**config.mk**
```make
export PLATFORM = sky130hd
export DESIGN_NAME = dcache_ctrl
export DESIGN_NICKNAME = d
export VERILOG_FILES = /design/src/dcache_pkg.sv /design/src/dcache_ctrl.sv
export SDC_FILE = /design/constraint.sdc
export NUM_CORES = 1
export LEC_CHECK = 0
export BUFFER_PORTS_ARGS = -buffer_cell sky130_fd_sc_hd__buf_2
export CORE_AREA = 2 2 319 321
export DETAILED_ROUTE_END_ITERATION = 8
export DIE_AREA = 0 0 321 323
export PLACE_DENSITY = 0.3
export SYNTH_ARGS = -nofsm -noshare
export SYNTH_HDL_FRONTEND = slang
export SYNTH_SLANG_ARGS = --single-unit
```
**constraint.sdc**
```tcl
create_clock -name clk -period 7.3 [get_ports clk]
set_input_delay 0.365 -clock clk [delete_from_list [all_inputs] [get_ports clk]]
set_output_delay 0.365 -clock clk [all_outputs]
set_load 0.05 [all_outputs]
```
**src/dcache_pkg.sv**
```systemverilog
package dcache_pkg;

    localparam int TAG_W          = 20;
    localparam int INDEX_W        = 8;
    localparam int OFFSET_W       = 4;
    localparam int WORD_W         = 32;
    localparam int WORDS_PER_LINE = 4;
    localparam int LINE_W         = WORD_W * WORDS_PER_LINE;
    localparam int NUM_SETS       = 256;
    localparam int NUM_WAYS       = 2;

    typedef logic [TAG_W-1:0]      tag_t;
    typedef logic [INDEX_W-1:0]    index_t;
    typedef logic [OFFSET_W-1:0]   offset_t;
    typedef logic [WORD_W-1:0]     word_t;
    typedef logic [LINE_W-1:0]     line_t;    // word 0 in the low bits
    typedef logic [WORD_W/8-1:0]   strb_t;
    typedef logic                  way_t;

    typedef enum logic {
        OP_LOAD,
        OP_STORE
    } mem_op_t;

    typedef enum logic [2:0] {
        ST_IDLE,
        ST_LOOKUP,
        ST_WRITEBACK,
        ST_REFILL_REQ,
        ST_REFILL_WAIT,
        ST_REPLAY
    } cache_state_t;

    function automatic tag_t addr_tag(input logic [31:0] addr);
        return addr[31 -: TAG_W];
    endfunction

    function automatic index_t addr_index(input logic [31:0] addr);
        return addr[OFFSET_W +: INDEX_W];
    endfunction

    // word within the line, byte bits dropped
    function automatic logic [1:0] addr_word(input logic [31:0] addr);
        return addr[OFFSET_W-1:2];
    endfunction

    function automatic logic [31:0] line_addr(input tag_t tag, input index_t index);
        return {tag, index, {OFFSET_W{1'b0}}};
    endfunction

endpackage

```
**src/dcache_ctrl.sv**
```systemverilog
`timescale 1ns/1ps

module dcache_ctrl
    import dcache_pkg::*;
(
    input  logic         clk,
    input  logic         reset,

    input  logic         req_valid,
    input  mem_op_t      req_op,
    input  logic [31:0]  req_addr,
    input  word_t        req_wdata,
    input  strb_t        req_wstrb,
    output logic         addr_ok,
    output logic         data_ok,
    output word_t        rdata,

    input  logic         hit,
    input  way_t         hit_way,
    input  way_t         victim_way,
    input  logic         victim_dirty,
    input  tag_t         victim_tag,
    input  line_t        victim_line,
    input  word_t        hit_word,

    input  logic         ret_valid,
    input  line_t        ret_data,
    input  logic         wr_rdy,
    input  logic         rd_rdy,
    output logic         wr_req,
    output logic [31:0]  wr_addr,
    output line_t        wr_data,
    output logic         rd_req,
    output logic [31:0]  rd_addr,

    output index_t       lookup_index,
    output logic         rd_en,
    output logic         fill_en,
    output way_t         fill_way,
    output logic         store_en,
    output way_t         store_way,
    output logic [1:0]   store_word,
    output word_t        store_wdata,
    output strb_t        store_wstrb,
    output tag_t         fill_tag,
    output line_t        fill_line
);

    cache_state_t state;
    cache_state_t state_nxt;

    mem_op_t      op_q;
    tag_t         tag_q;
    index_t       index_q;
    logic [1:0]   word_q;
    word_t        wdata_q;
    strb_t        wstrb_q;

    logic         accept;
    logic         lookup_hit;

    assign addr_ok    = (state == ST_IDLE);
    assign accept     = addr_ok && req_valid;
    assign lookup_hit = (state == ST_LOOKUP) && hit;

    // held for the whole miss sequence
    always_ff @(posedge clk) begin
        if (accept) begin
            op_q    <= req_op;
            tag_q   <= addr_tag(req_addr);
            index_q <= addr_index(req_addr);
            word_q  <= addr_word(req_addr);
            wdata_q <= req_wdata;
            wstrb_q <= req_wstrb;
        end
    end

    always_ff @(posedge clk) begin
        if (reset) begin
            state <= ST_IDLE;
        end else begin
            state <= state_nxt;
        end
    end

    always_comb begin
        state_nxt = state;
        case (state)
            ST_IDLE: begin
                if (req_valid) state_nxt = ST_LOOKUP;
            end
            ST_LOOKUP: begin
                if (hit)               state_nxt = ST_IDLE;
                else if (victim_dirty) state_nxt = ST_WRITEBACK;
                else                   state_nxt = ST_REFILL_REQ;
            end
            ST_WRITEBACK: begin
                if (wr_rdy) state_nxt = ST_REFILL_REQ;
            end
            ST_REFILL_REQ: begin
                if (rd_rdy) state_nxt = ST_REFILL_WAIT;
            end
            ST_REFILL_WAIT: begin
                if (ret_valid) state_nxt = ST_REPLAY;
            end
            ST_REPLAY: state_nxt = ST_LOOKUP;   // re-read after the fill
            default:   state_nxt = ST_IDLE;
        endcase
    end

    always_ff @(posedge clk) begin
        if (reset) begin
            data_ok <= 1'b0;
        end else begin
            data_ok <= lookup_hit;
        end
    end

    always_ff @(posedge clk) begin
        if (lookup_hit) rdata <= hit_word;   // don't care for stores
    end

    // new index straight from the bus on accept
    assign lookup_index = addr_ok ? addr_index(req_addr) : index_q;
    assign rd_en        = accept || (state == ST_REPLAY);

    assign fill_en     = (state == ST_REFILL_WAIT) && ret_valid;
    assign fill_way    = victim_way;
    assign fill_tag    = tag_q;
    assign fill_line   = ret_data;

    assign store_en    = lookup_hit && (op_q == OP_STORE);
    assign store_way   = hit_way;
    assign store_word  = word_q;
    assign store_wdata = wdata_q;
    assign store_wstrb = wstrb_q;

    assign wr_req  = (state == ST_WRITEBACK);
    assign wr_addr = line_addr(victim_tag, index_q);
    assign wr_data = victim_line;
    assign rd_req  = (state == ST_REFILL_REQ);
    assign rd_addr = line_addr(tag_q, index_q);

endmodule

```
==> run metrics <==
Worst R2R Start=state[2]; Syn Inst Count=456; Port Buffers=247; largest net degree at the start of global routing=57; Hold Slack=160 ps; Die Span Y=323 µm; crit-path leading delay family=simple AND/OR/NAND/NOR gates; Area Growth Syn to Fin=14.5%; largest stage delay on the critical path=630 ps; Peak VDD IR=0.109 mV; Post-synth ARST share=0%; htree depth=3; Synth Cell Area=5700 µm²; register area=3050 µm²; Multi-input gate area=303 µm²; period utilization=35.3%; slew margin rel.=49.7%; grt total ovfl=0; static leakage=0.00221 µW; # rows=117; commonest non-fill, non-tap cells in the layout=buf_2, edfxtp_1, clkbuf_16, mux2_2, conb_1; FF-to-FF End=fill_tag[2]; clk_lat worst skew=370 ps; total CTS buffers=9; CP Cell Sequence=nor3_4 > and2_2 > buf_4; count of flip-flops with a built-in enable after synthesis=99; Detailed Routing Iterations Pass 1=3; DR iter-0 viols=114; CTS Sinks=103; CTS clock-pin slew for the worst setup and hold paths=80 ps; result of the run=complete, no violations; Die Span X=321 µm; Initial Utilization=5.66%; flop-to-flop setup slack=4720 ps; Finish-stage setup viols=0; Crit-path slowest cell=buf_4; commonest non-fill, non-tap cell in the layout=buf_2; Final #Nets=793; CTS Buffer Depth=2; I/O Pins=814; filler instances=11794; final critical-path required period=2580 ps; setup skew after layout=12.5 ps; Synth Area per Inst=12.5 µm²; critical path fanouts, max=56; post-synthesis register bit count=103; library cells used by synthesis=26; Slew @ Worst Pin=755 ps; CTS resizes=0; Root Driver=clkbuf_16; WL final=26.9 mm; setup TNS=0 ps; pwr dens=237 nW/µm²; worst hold path cell count=1; Core Box Area=101000 µm²; Placer Congestion=0.665; Hold WC Path Type=input pin to register; hold_buf cts=0; antenna cells=0; Worst EP required=7300 ps; ANT nets after route=0; Slew Viols, Final=0; worst path bufs/invs=1; Die Area=104000 µm²; Syn. warnings=0; Critical Path Start Type=register; Post-DP HPWL=23.1 mm; postcts setup bufs=0; Seq/Total Area, Yosys=53.5%; aggregate global-route resource usage=4.75%; first-pass GRT wire length=31.4 mm; initial antenna violation count=1; hold path start=req_wdata[20]; share of cells above drive strength 1=66.9%; RSZ-0062 raised after global routing=false; WHS Endpoint=store_wdata[20]; CTS tree=yes; Routed WL per cell=15.7 µm; final hold vios=0; Via density=1.72; fmax=388 MHz; Reg2Reg Depth=3; crit path DAT=2580 ps; Post-route DRC=0; Crit Path Class=register to register; Max-Cap Viols=0; via count=2954; Most used DFF post-synth=edfxtp_1; vias in the first global route=2819; CP Capture Type=register
how the worst max path moves through the flow:
stage	startpoint	endpoint	slack, ps	depth (start not counted)
2_1_floorplan	state[2]	store_en	3890	3
3_3_place_gp	state[2]	store_wdata[14]	4670	3
3_5_place_dp	state[2]	store_wdata[20]	4620	3
4_1_cts	state[2]	fill_tag[2]	4630	3
5_1_grt	state[2]	fill_tag[0]	4520	3
6_report	state[2]	fill_tag[2]	4720	3
area by class of cell:
class	count	area share, %
clock buffer	9	3.45
timing repair buffer	249	19.2
clock inverter	7	0.824
tap	1309	25.1
inverter	1	0.0575
sequential	103	46.8
multi-input combinational	42	4.64
metal layers:
layer / share of wire, % / vias up / GRT usage (%)
met2: 45 / 511 / 7.18
li1: - / 1081 / -
met4: 6.8 / 2 / 3.56
met1: 22 / 1240 / 2.94
met3: 26 / 120 / 5.82
met5: 0.34 / - / 0.602
flip-flops by register name (all words and copies together) (netlist names):
name / cells
store_wdata: 32
op_q: 1
fill_tag: 20
state: 3
store_word: 2
data_ok: 1
index_q: 8
store_wstrb: 4
rdata: 32
cells by family after synthesis:
family	after synthesis	synth area share, %
buffers and inverters	318	41.8
AOI/OAI and AO/OA	7	0.856
other	1	0.0658
DFF	103	53.5
and+or+nand+nor	18	2.02
muxes	9	1.76
Yosys cell counts, drive strengths merged (2+ instances only):
cell    instances  area share [%]
nand2           4            0.26
nor2            4            0.26
and2            3            0.35
a21oi           2            0.18
mux2            8             1.6
nor3            2            0.37
buf           317              42
dfxtp           4             1.4
edfxtp         99              52
through the flow:
step | total power (µW) | worst slack, ps | utilization [%] | cells | instance area [µm²]
after CTS | 1590 | 4630 | 6.48 | 1720 | 6530
after global routing | 1620 | 4520 | 6.48 | 1720 | 6530
after detailed placement | 1090 | 4620 | 6.20 | 1704 | 6250
after global placement | 1090 | 4670 | 6.20 | 1704 | 6250
final | 1550 | 4720 | 6.48 | 1720 | 6530
after floorplan | 1420 | 3890 | - | 463 | 5730
power breakdown:
group | internal (µW) | switching (µW) | leakage [µW]
Sequential | 700 | 17.1 | 0.000964
Clock | 235 | 241 | 0.000136
Combinational | 71.4 | 282 | 0.00111
(Power assumes the default switching activity.)
